### src/rtl/wr_in_pkg.sv
// --------------------------------------------------------------------------
// Shared constants for the write-side front end.
// Fixed 64-bit data bus, packed eight beats to one 512-bit word.
// ID_DEPTH must stay a power of two because the ID FIFO pointers wrap freely.
// --------------------------------------------------------------------------
`default_nettype none

package wr_in_pkg;

	// Address channel widths
	localparam int ID_BITS  = 8;
	localparam int ADR_BITS = 64;
	localparam int LEN_BITS = 8;

	// Beat and packed word widths
	localparam int DATA_BITS      = 64;
	localparam int STRB_BITS      = DATA_BITS / 8;
	localparam int WORD_BITS      = 512;
	localparam int WORD_STRB_BITS = WORD_BITS / 8;
	localparam int BEATS_PER_WORD = WORD_BITS / DATA_BITS;
	localparam int CNT_BITS       = 3;

	// Address alignment and size code for the 64-bit bus
	localparam int              ADDR_MASK_BITS = 3;
	localparam logic [2:0]      SIZE_CODE      = 3'd3;

	// ----------------------------------------------------------------------
	// Address record, 128 bits
	// ----------------------------------------------------------------------
	localparam int ADR_REC_BITS   = 128;
	localparam int REC_FIELD_BITS = 16;
	localparam int REC_SIZE_LSB   = 112;
	localparam int REC_ID_LSB     = 96;
	localparam int REC_LEN_LSB    = 80;
	// Two sideband bytes, always zero here
	localparam int REC_SB_LSB     = 64;
	localparam int REC_ADR_LSB    = 0;

	// Data record: zero bit, last, 64 strobes, 512 data bits
	localparam int DAT_REC_BITS = 2 + WORD_STRB_BITS + WORD_BITS;

	// ID queue
	localparam int ID_DEPTH     = 8;
	localparam int ID_PTR_BITS  = $clog2(ID_DEPTH);

	// Write response code
	localparam logic [1:0] RESP_OKAY = 2'b00;

endpackage

`default_nettype wire

### src/rtl/wr_id_if.sv
// --------------------------------------------------------------------------
// Burst ID queue connection.
// Push only while full is low, pop only while empty is low.
// --------------------------------------------------------------------------
`timescale 1ns/1ps
`default_nettype none

interface wr_id_if;
	import wr_in_pkg::*;

	logic               push;
	logic [ID_BITS-1:0] push_id;
	logic               full;
	logic               pop;
	logic [ID_BITS-1:0] pop_id;
	logic               empty;

	// Address stage side
	modport push_side (output push, output push_id, input full);

	// Response stage side
	modport pop_side (output pop, input pop_id, input empty);

	// The queue itself
	modport fifo_side (
		input  push,
		input  push_id,
		input  pop,
		output full,
		output pop_id,
		output empty
	);

endinterface

`default_nettype wire

### src/rtl/wr_id_fifo.sv
// --------------------------------------------------------------------------
// In-order queue of accepted burst IDs.
// Push and pop may share a cycle. pop_id shows the oldest entry and is
// undefined while empty is high.
// --------------------------------------------------------------------------
`timescale 1ns/1ps
`default_nettype none

module wr_id_fifo (
	input  logic S_CLK,
	input  logic S_RESET_N,
	wr_id_if.fifo_side q
);
	import wr_in_pkg::*;

	logic [ID_BITS-1:0]     mem [ID_DEPTH];
	logic [ID_PTR_BITS-1:0] wr_ptr;
	logic [ID_PTR_BITS-1:0] rd_ptr;
	logic [ID_PTR_BITS:0]   count;
	logic                   do_push;
	logic                   do_pop;

	assign q.full  = (count == (ID_PTR_BITS + 1)'(ID_DEPTH));
	assign q.empty = (count == '0);

	// Guard against a misbehaving producer or consumer
	assign do_push = q.push & ~q.full;
	assign do_pop  = q.pop & ~q.empty;

	assign q.pop_id = mem[rd_ptr];

	always_ff @(posedge S_CLK) begin
		if (do_push) begin
			mem[wr_ptr] <= q.push_id;
		end
	end

	// Pointers wrap at the power-of-two depth
	always_ff @(posedge S_CLK or negedge S_RESET_N) begin
		if (!S_RESET_N) begin
			wr_ptr <= '0;
			rd_ptr <= '0;
			count  <= '0;
		end else begin
			if (do_push) begin
				wr_ptr <= wr_ptr + 1'b1;
			end
			if (do_pop) begin
				rd_ptr <= rd_ptr + 1'b1;
			end
			case ({do_push, do_pop})
				2'b10:   count <= count + 1'b1;
				2'b01:   count <= count - 1'b1;
				default: count <= count;
			endcase
		end
	end

endmodule

`default_nettype wire

### src/rtl/wr_addr_stage.sv
// --------------------------------------------------------------------------
// Write address acceptance.
// awready is a one-cycle pulse raised only with room in both the address
// FIFO and the ID FIFO, so back-to-back accepts are two cycles apart.
// Lock, cache, protection, QoS and user sideband are not carried.
// --------------------------------------------------------------------------
`timescale 1ns/1ps
`default_nettype none

module wr_addr_stage (
	input  logic                          S_CLK,
	input  logic                          S_RESET_N,
	input  logic [wr_in_pkg::ID_BITS-1:0]  awid,
	input  logic [wr_in_pkg::ADR_BITS-1:0] awaddr,
	input  logic [wr_in_pkg::LEN_BITS-1:0] awlen,
	input  logic                          awvalid,
	output logic                          awready,
	input  logic                          adr_fifo_full,
	output logic                          adr_fifo_wren,
	output logic [wr_in_pkg::ADR_REC_BITS-1:0] adr_fifo_wdata,
	wr_id_if.push_side                    q
);
	import wr_in_pkg::*;

	logic                accept;
	logic [ADR_BITS-1:0] addr_aligned;

	// ----------------------------------------------------------------------
	// Ready pulse
	// ----------------------------------------------------------------------
	always_ff @(posedge S_CLK or negedge S_RESET_N) begin
		if (!S_RESET_N) begin
			awready <= 1'b0;
		end else if (awvalid && !awready && !adr_fifo_full && !q.full) begin
			awready <= 1'b1;
		end else begin
			awready <= 1'b0;
		end
	end

	assign accept = awvalid & awready;

	// Record write and ID push on the same handshake
	assign adr_fifo_wren = accept;
	assign q.push        = accept;
	assign q.push_id     = awid;

	// ----------------------------------------------------------------------
	// Address record
	// ----------------------------------------------------------------------
	// Clear the byte offset within one bus beat
	assign addr_aligned = {awaddr[ADR_BITS-1:ADDR_MASK_BITS], {ADDR_MASK_BITS{1'b0}}};

	assign adr_fifo_wdata[REC_SIZE_LSB +: REC_FIELD_BITS] = REC_FIELD_BITS'(SIZE_CODE);
	assign adr_fifo_wdata[REC_ID_LSB   +: REC_FIELD_BITS] = REC_FIELD_BITS'(awid);
	assign adr_fifo_wdata[REC_LEN_LSB  +: REC_FIELD_BITS] = REC_FIELD_BITS'(awlen);
	// Sideband bytes
	assign adr_fifo_wdata[REC_SB_LSB   +: REC_FIELD_BITS] = '0;
	assign adr_fifo_wdata[REC_ADR_LSB  +: ADR_BITS]       = addr_aligned;

endmodule

`default_nettype wire

### src/rtl/wr_data_pack.sv
// --------------------------------------------------------------------------
// Write beat packing.
// Eight 64-bit beats fill one 512-bit word; a last beat flushes a partial
// word with its unused slots and strobes at zero.
// wready is combinational and depends on burst_open, resp_free and the
// data FIFO full level.
// --------------------------------------------------------------------------
`timescale 1ns/1ps
`default_nettype none

module wr_data_pack (
	input  logic                                S_CLK,
	input  logic                                S_RESET_N,
	input  logic [wr_in_pkg::DATA_BITS-1:0]     wdata,
	input  logic [wr_in_pkg::STRB_BITS-1:0]     wstrb,
	input  logic                                wlast,
	input  logic                                wvalid,
	output logic                                wready,
	input  logic                                dat_fifo_full,
	output logic                                dat_fifo_wren,
	output logic [wr_in_pkg::DAT_REC_BITS-1:0]  dat_fifo_wdata,
	input  logic                                burst_open,
	input  logic                                resp_free,
	output logic                                last_taken
);
	import wr_in_pkg::*;

	logic [CNT_BITS-1:0]       cnt;
	logic                      word_end;
	logic                      beat;
	logic [WORD_BITS-1:0]      data_hold;
	logic [WORD_STRB_BITS-1:0] strb_hold;
	logic [WORD_BITS-1:0]      data_next;
	logic [WORD_STRB_BITS-1:0] strb_next;

	// ----------------------------------------------------------------------
	// Handshake
	// ----------------------------------------------------------------------
	assign word_end = (cnt == CNT_BITS'(BEATS_PER_WORD - 1));

	// Plain beats need only an open burst; flushing beats need FIFO room,
	// and a last beat also needs the response slot free
	always_comb begin
		wready = burst_open;
		if (word_end || wlast) begin
			wready = wready & ~dat_fifo_full;
		end
		if (wlast) begin
			wready = wready & resp_free;
		end
	end

	assign beat       = wvalid & wready;
	assign last_taken = beat & wlast;

	// Beat position within the current word
	always_ff @(posedge S_CLK or negedge S_RESET_N) begin
		if (!S_RESET_N) begin
			cnt <= '0;
		end else if (beat) begin
			if (wlast || word_end) begin
				cnt <= '0;
			end else begin
				cnt <= cnt + 1'b1;
			end
		end
	end

	// ----------------------------------------------------------------------
	// Lane packing
	// ----------------------------------------------------------------------
	// First beat of a word starts from zeros, later beats add to the held lanes
	always_comb begin
		if (cnt == '0) begin
			data_next = '0;
			strb_next = '0;
		end else begin
			data_next = data_hold;
			strb_next = strb_hold;
		end
		data_next[cnt * DATA_BITS +: DATA_BITS] = wdata;
		strb_next[cnt * STRB_BITS +: STRB_BITS] = wstrb;
	end

	always_ff @(posedge S_CLK) begin
		if (beat) begin
			data_hold <= data_next;
			strb_hold <= strb_next;
		end
	end

	assign dat_fifo_wren  = beat & (wlast | word_end);
	assign dat_fifo_wdata = {1'b0, wlast, strb_next, data_next};

endmodule

`default_nettype wire

### src/rtl/wr_resp_stage.sv
// --------------------------------------------------------------------------
// Write response.
// One response is held at a time; bvalid rises the cycle after the last
// beat and stays until bready. bresp is always OKAY.
// --------------------------------------------------------------------------
`timescale 1ns/1ps
`default_nettype none

module wr_resp_stage (
	input  logic                          S_CLK,
	input  logic                          S_RESET_N,
	output logic [wr_in_pkg::ID_BITS-1:0] bid,
	output logic [1:0]                    bresp,
	output logic                          bvalid,
	input  logic                          bready,
	input  logic                          last_taken,
	output logic                          burst_open,
	output logic                          resp_free,
	wr_id_if.pop_side                     q
);
	import wr_in_pkg::*;

	// Oldest queued ID belongs to the burst whose last beat is taken
	assign q.pop = last_taken;

	always_ff @(posedge S_CLK or negedge S_RESET_N) begin
		if (!S_RESET_N) begin
			bvalid <= 1'b0;
			bid    <= '0;
		end else if (bvalid && bready) begin
			bvalid <= 1'b0;
			bid    <= '0;
		end else if (last_taken) begin
			bvalid <= 1'b1;
			bid    <= q.pop_id;
		end
	end

	assign bresp = RESP_OKAY;

	// Status back to the data side
	assign burst_open = ~q.empty;
	assign resp_free  = ~bvalid;

endmodule

`default_nettype wire

### src/rtl/wr_in_top.sv
// --------------------------------------------------------------------------
// Write-side front end top level.
// Up to ID_DEPTH bursts may be accepted ahead of their data.
// Downstream FIFOs take a write enable with data and report a full level.
// --------------------------------------------------------------------------
`timescale 1ns/1ps
`default_nettype none

module wr_in_top (
	input  logic                                S_CLK,
	input  logic                                S_RESET_N,
	// Write address channel
	input  logic [wr_in_pkg::ID_BITS-1:0]       awid,
	input  logic [wr_in_pkg::ADR_BITS-1:0]      awaddr,
	input  logic [wr_in_pkg::LEN_BITS-1:0]      awlen,
	input  logic                                awvalid,
	output logic                                awready,
	// Write data channel
	input  logic [wr_in_pkg::DATA_BITS-1:0]     wdata,
	input  logic [wr_in_pkg::STRB_BITS-1:0]     wstrb,
	input  logic                                wlast,
	input  logic                                wvalid,
	output logic                                wready,
	// Write response channel
	output logic [wr_in_pkg::ID_BITS-1:0]       bid,
	output logic [1:0]                          bresp,
	output logic                                bvalid,
	input  logic                                bready,
	// Downstream address FIFO
	input  logic                                adr_fifo_full,
	output logic                                adr_fifo_wren,
	output logic [wr_in_pkg::ADR_REC_BITS-1:0]  adr_fifo_wdata,
	// Downstream data FIFO
	input  logic                                dat_fifo_full,
	output logic                                dat_fifo_wren,
	output logic [wr_in_pkg::DAT_REC_BITS-1:0]  dat_fifo_wdata
);

	logic last_taken;
	logic burst_open;
	logic resp_free;

	wr_id_if id_q ();

	wr_id_fifo u_id_fifo (
		.S_CLK     (S_CLK),
		.S_RESET_N (S_RESET_N),
		.q         (id_q)
	);

	wr_addr_stage u_addr (
		.S_CLK          (S_CLK),
		.S_RESET_N      (S_RESET_N),
		.awid           (awid),
		.awaddr         (awaddr),
		.awlen          (awlen),
		.awvalid        (awvalid),
		.awready        (awready),
		.adr_fifo_full  (adr_fifo_full),
		.adr_fifo_wren  (adr_fifo_wren),
		.adr_fifo_wdata (adr_fifo_wdata),
		.q              (id_q)
	);

	wr_data_pack u_data (
		.S_CLK          (S_CLK),
		.S_RESET_N      (S_RESET_N),
		.wdata          (wdata),
		.wstrb          (wstrb),
		.wlast          (wlast),
		.wvalid         (wvalid),
		.wready         (wready),
		.dat_fifo_full  (dat_fifo_full),
		.dat_fifo_wren  (dat_fifo_wren),
		.dat_fifo_wdata (dat_fifo_wdata),
		.burst_open     (burst_open),
		.resp_free      (resp_free),
		.last_taken     (last_taken)
	);

	wr_resp_stage u_resp (
		.S_CLK      (S_CLK),
		.S_RESET_N  (S_RESET_N),
		.bid        (bid),
		.bresp      (bresp),
		.bvalid     (bvalid),
		.bready     (bready),
		.last_taken (last_taken),
		.burst_open (burst_open),
		.resp_free  (resp_free),
		.q          (id_q)
	);

endmodule

`default_nettype wire

### config.mk
export PLATFORM = sky130hd
export DESIGN_NAME = wr_in_top
export DESIGN_NICKNAME = d
export VERILOG_FILES = /design/src/rtl/wr_in_pkg.sv /design/src/rtl/wr_id_if.sv /design/src/rtl/wr_id_fifo.sv /design/src/rtl/wr_addr_stage.sv /design/src/rtl/wr_data_pack.sv /design/src/rtl/wr_resp_stage.sv /design/src/rtl/wr_in_top.sv
export SDC_FILE = /design/constraint.sdc
export NUM_CORES = 1
export LEC_CHECK = 0
export BUFFER_PORTS_ARGS = -buffer_cell sky130_fd_sc_hd__buf_4
export CORE_AREA = 10 10 337 339
export CTS_BUF_LIST = sky130_fd_sc_hd__clkbuf_8 sky130_fd_sc_hd__clkbuf_16
export DETAILED_ROUTE_END_ITERATION = 7
export DIE_AREA = 0 0 347 349
export PLACE_DENSITY = 0.49
export REMOVE_ABC_BUFFERS = 1
export SETUP_SLACK_MARGIN = 0.02
export SLEW_MARGIN = 25
export SYNTH_ARGS = -nofsm -noshare
export SYNTH_HDL_FRONTEND = slang
export SYNTH_SLANG_ARGS = --single-unit
### constraint.sdc
create_clock -name S_CLK -period 17.4 [get_ports S_CLK]
set_clock_uncertainty 0.2 [all_clocks]
set_input_delay 0 -clock S_CLK [delete_from_list [all_inputs] [get_ports S_CLK]]
set_output_delay 0 -clock S_CLK [all_outputs]
set_load 0.01 [all_outputs]
==> results.cfg <==
[yosys]
syn-cell-area_sq_um = 31600
yosys_register_bits = 663
synth.yosys.warnings = 0
ys.flop_type = edfxtp_1
synthCells = 2861
yosysSeqAreaShare = 0.626
syn_area_per_cell_sq_um = 11.1
async_reset_ff_frac = 0.0347
synthDistinctLibCells = 44
synth-edff-count = 640

[global_routing]
grt_overflow = 0
grt_first_pass_wirelength_um = 183000
grt_max_degree = 228
grt_pass1_vias = 23925
grt_usage = 0.200
antenna_found_initial = 4

[hold_path]
min_path_type = in -> reg
holdPathStages = 4

[layout]
layout-drive-gt1-share = 0.250
final_cell_mix = 727 x buf_4, 640 x edfxtp_1, 522 x nand2_1, 336 x o21ai_0, 302 x nand3b_1
final_nets = 3677
fill_cells = 10559
multi_input_area_sq_um = 9620
post-route-util = 0.387
layout_commonest_cell = buf_4
final-seq-area_sq_um = 19800
area_growth_pct = 30.6

[pwr]
p_int_mw = 5.12
p_clk_frac = 0.187
ir_worst_vdd_v = 0.000196
p_comb_frac = 0.509
p_seq_frac = 0.304
swShare = 0.413
p_per_area_nw_per_um2 = 211
p_leak_nw = 15.9
p_sw_mw = 3.61

[floorplan]
initial_utilization = 0.297
io-pin-count = 881
coreArea_sq_um = 107000
rows = 120
die_x_um = 347
die_h_um = 349
die_area_sq_um = 121000

[worst_setup_path]
cpMostUsedCell = buf_4
crit_fanout = 128
cp-start-kind = flop
slowest_stage = buf_4
cp_num_buf_inv = 4
end_kind = flop
path_depth = 9
r2r_slack_ps = 11910
ff2ff_path_depth = 9
slowest_delay_ps = 800
cp_cell_sequence = ha_1, ha_1, a21oi_1, o21ba_2, nand2_1, inv_8, buf_4, buf_4, buf_4
critical_path_class = reg -> reg
critPathArrivalTime_ps = 5540
crit_required_ps = 17450
critPathTopFamily = buffers and inverters

[run_status]
status = finished clean

[clock_tree]
cts_tree = built
cts_buffer_depth = 3
cts_buffers = 82
postCtsResizedCells = 0
htreeDepth = 3
insertion_delay_ps = 630
path_clk_slew_ps = 60
cts_root_buf = clkbuf_16
clock-sinks = 663

[timing]
hold_violations = 0
setup_viol = 0
fin_crit_sh = 0.315
period_minus_slack_ps = 5490
maxSlewHeadroom = 0.282
worstMarginPinSlew_ps = 1080
clock.fmax_mhz = 182
setup_ws_ps = 11910
setup_tns_ps = 0
drv_slew = 0
rsz0062_at_grt = false

[job]
cap_viol_max_count = 0

[detailed_routing]
final_antenna_net_count = 0
drt_pass1_iterations = 5
drt-total-wl_um = 128000
drc_errors = 0
drt_iter0_markers = 2204
routedWlPerCell_um = 25.7
routed_via_density = 4.96
num_vias = 24716

[placed_design]
hpwl_um = 83700
gp_congestion = 0.755
portBuffers = 685
pre_cts_slack_ps = 11870
kinds of logic after synthesis:
logic type | Yosys count | share of synthesized area
xor gates and xnor gates | 6 | 0.00166
and+or+nand+nor | 1148 | 0.189
other | 2 | 0.000237
DFF | 663 | 0.626
adders and majority gates | 12 | 0.00499
AOI/OAI and AO/OA | 531 | 0.0855
muxes | 21 | 0.0131
buffers and inverters | 478 | 0.0793
layer usage:
metal | GRT usage | wire, um | up-vias
met2 | 0.311 | 58200 | 955
met4 | 0.0439 | 2140 | 0
li1 | - | - | 11317
met5 | 0 | 0 | -
met3 | 0.0585 | 10600 | 111
met1 | 0.275 | 56900 | 12333
sequential cells by signal, summed over array words and instances (netlist names):
name and flops:
u_id_fifo.rd_ptr 3, u_data.cnt 3, u_id_fifo.wr_ptr 3, u_id_fifo.mem 64, u_data.strb_hold 64, u_resp.bid 8, u_addr.awready 1, u_id_fifo.count 4
u_resp.bvalid 1, u_data.data_hold 512
per-stage QoR:
step           hold WS, ps  power, mW  area, sq um  std cells
2_1_floorplan         -496       5.07        29600       2517
3_3_place_gp          -258       7.11        37000       4648
3_5_place_dp          -255       7.14        37000       4649
4_1_cts               1.05       8.86        41300       4976
5_1_grt               45.4       9.25        41300       4976
6_report              58.0       8.73        41300       4981
final cells by class:
class / instances / share of cell area
flip-flops and latches: 663 / 0.479
clock inverters: 68 / 0.0111
repair buffers: 904 / 0.176
inverters: 82 / 0.00764
well taps: 1403 / 0.0425
multi-input cells: 1772 / 0.233
clock buffers: 84 / 0.0504
diodes: 5 / 0.000303
power groups by stage:
stage / Combinational [mW] / Clock [mW] / Sequential (mW)
after floorplan: 2.28 / 0 / 2.79
after global placement: 4.44 / 0 / 2.67
after detailed placement: 4.45 / 0 / 2.69
after CTS: 4.51 / 1.68 / 2.66
after global routing: 4.80 / 1.74 / 2.71
final: 4.44 / 1.63 / 2.66
worst reg2reg max path, stage by stage, from the launching register on:
cell     delay (ps)
dfrtp_1         490
ha_1            350
ha_1            250
a21oi_1         130
o21ba_2         150
nand2_1         220
inv_8           720
buf_4           880
buf_4           860
buf_4           820
worst paths after layout:
kind                                     start              endpoint
min reg2reg                u_id_fifo.wr_ptr[0]   u_id_fifo.wr_ptr[0]
min                                   wstrb[4]  u_data.strb_hold[36]
max in group asynchronous            S_RESET_N   u_id_fifo.rd_ptr[1]
max                              u_data.cnt[0]  u_data.strb_hold[12]
min in group asynchronous            S_RESET_N         u_resp.bid[5]
max reg2reg                      u_data.cnt[0]  u_data.strb_hold[12]
synth_stat cells (all sizes together), types with 2 or more instances:
| cell type | n | area share |
|---|---|---|
| a21oi | 143 | 0.023 |
| nor4b | 2 | 0.00075 |
| mux4 | 16 | 0.011 |
| mux2i | 3 | 0.00095 |
| conb | 2 | 0.00024 |
| buf | 270 | 0.055 |
| nand2 | 522 | 0.062 |
| ha | 11 | 0.0044 |
| inv | 82 | 0.0097 |
| and2 | 2 | 0.00040 |
| a21boi | 2 | 0.00047 |
| nor2 | 12 | 0.0014 |
| xor2 | 2 | 0.00055 |
| nand2b | 83 | 0.016 |
| nand3b | 302 | 0.072 |
| dfrtp | 23 | 0.018 |
| and3b | 3 | 0.00083 |
| and3 | 2 | 0.00040 |
| nand3 | 209 | 0.033 |
| clkbuf | 126 | 0.015 |
| edfxtp | 640 | 0.61 |
| or4 | 2 | 0.00047 |
| mux2 | 2 | 0.00071 |
| o21ai | 375 | 0.059 |
| a31o | 8 | 0.0022 |
| nor3 | 5 | 0.00079 |
| xnor2 | 4 | 0.0011 |
repair_timing:
| item | 4_1_cts | 5_1_grt |
|---|---|---|
| hold buffers | 175 | 0 |
| hold endpoints to repair | 748 | 0 |
| buffers inserted | 0 | 0 |
Note: power is estimated with default switching activity, not from simulation.
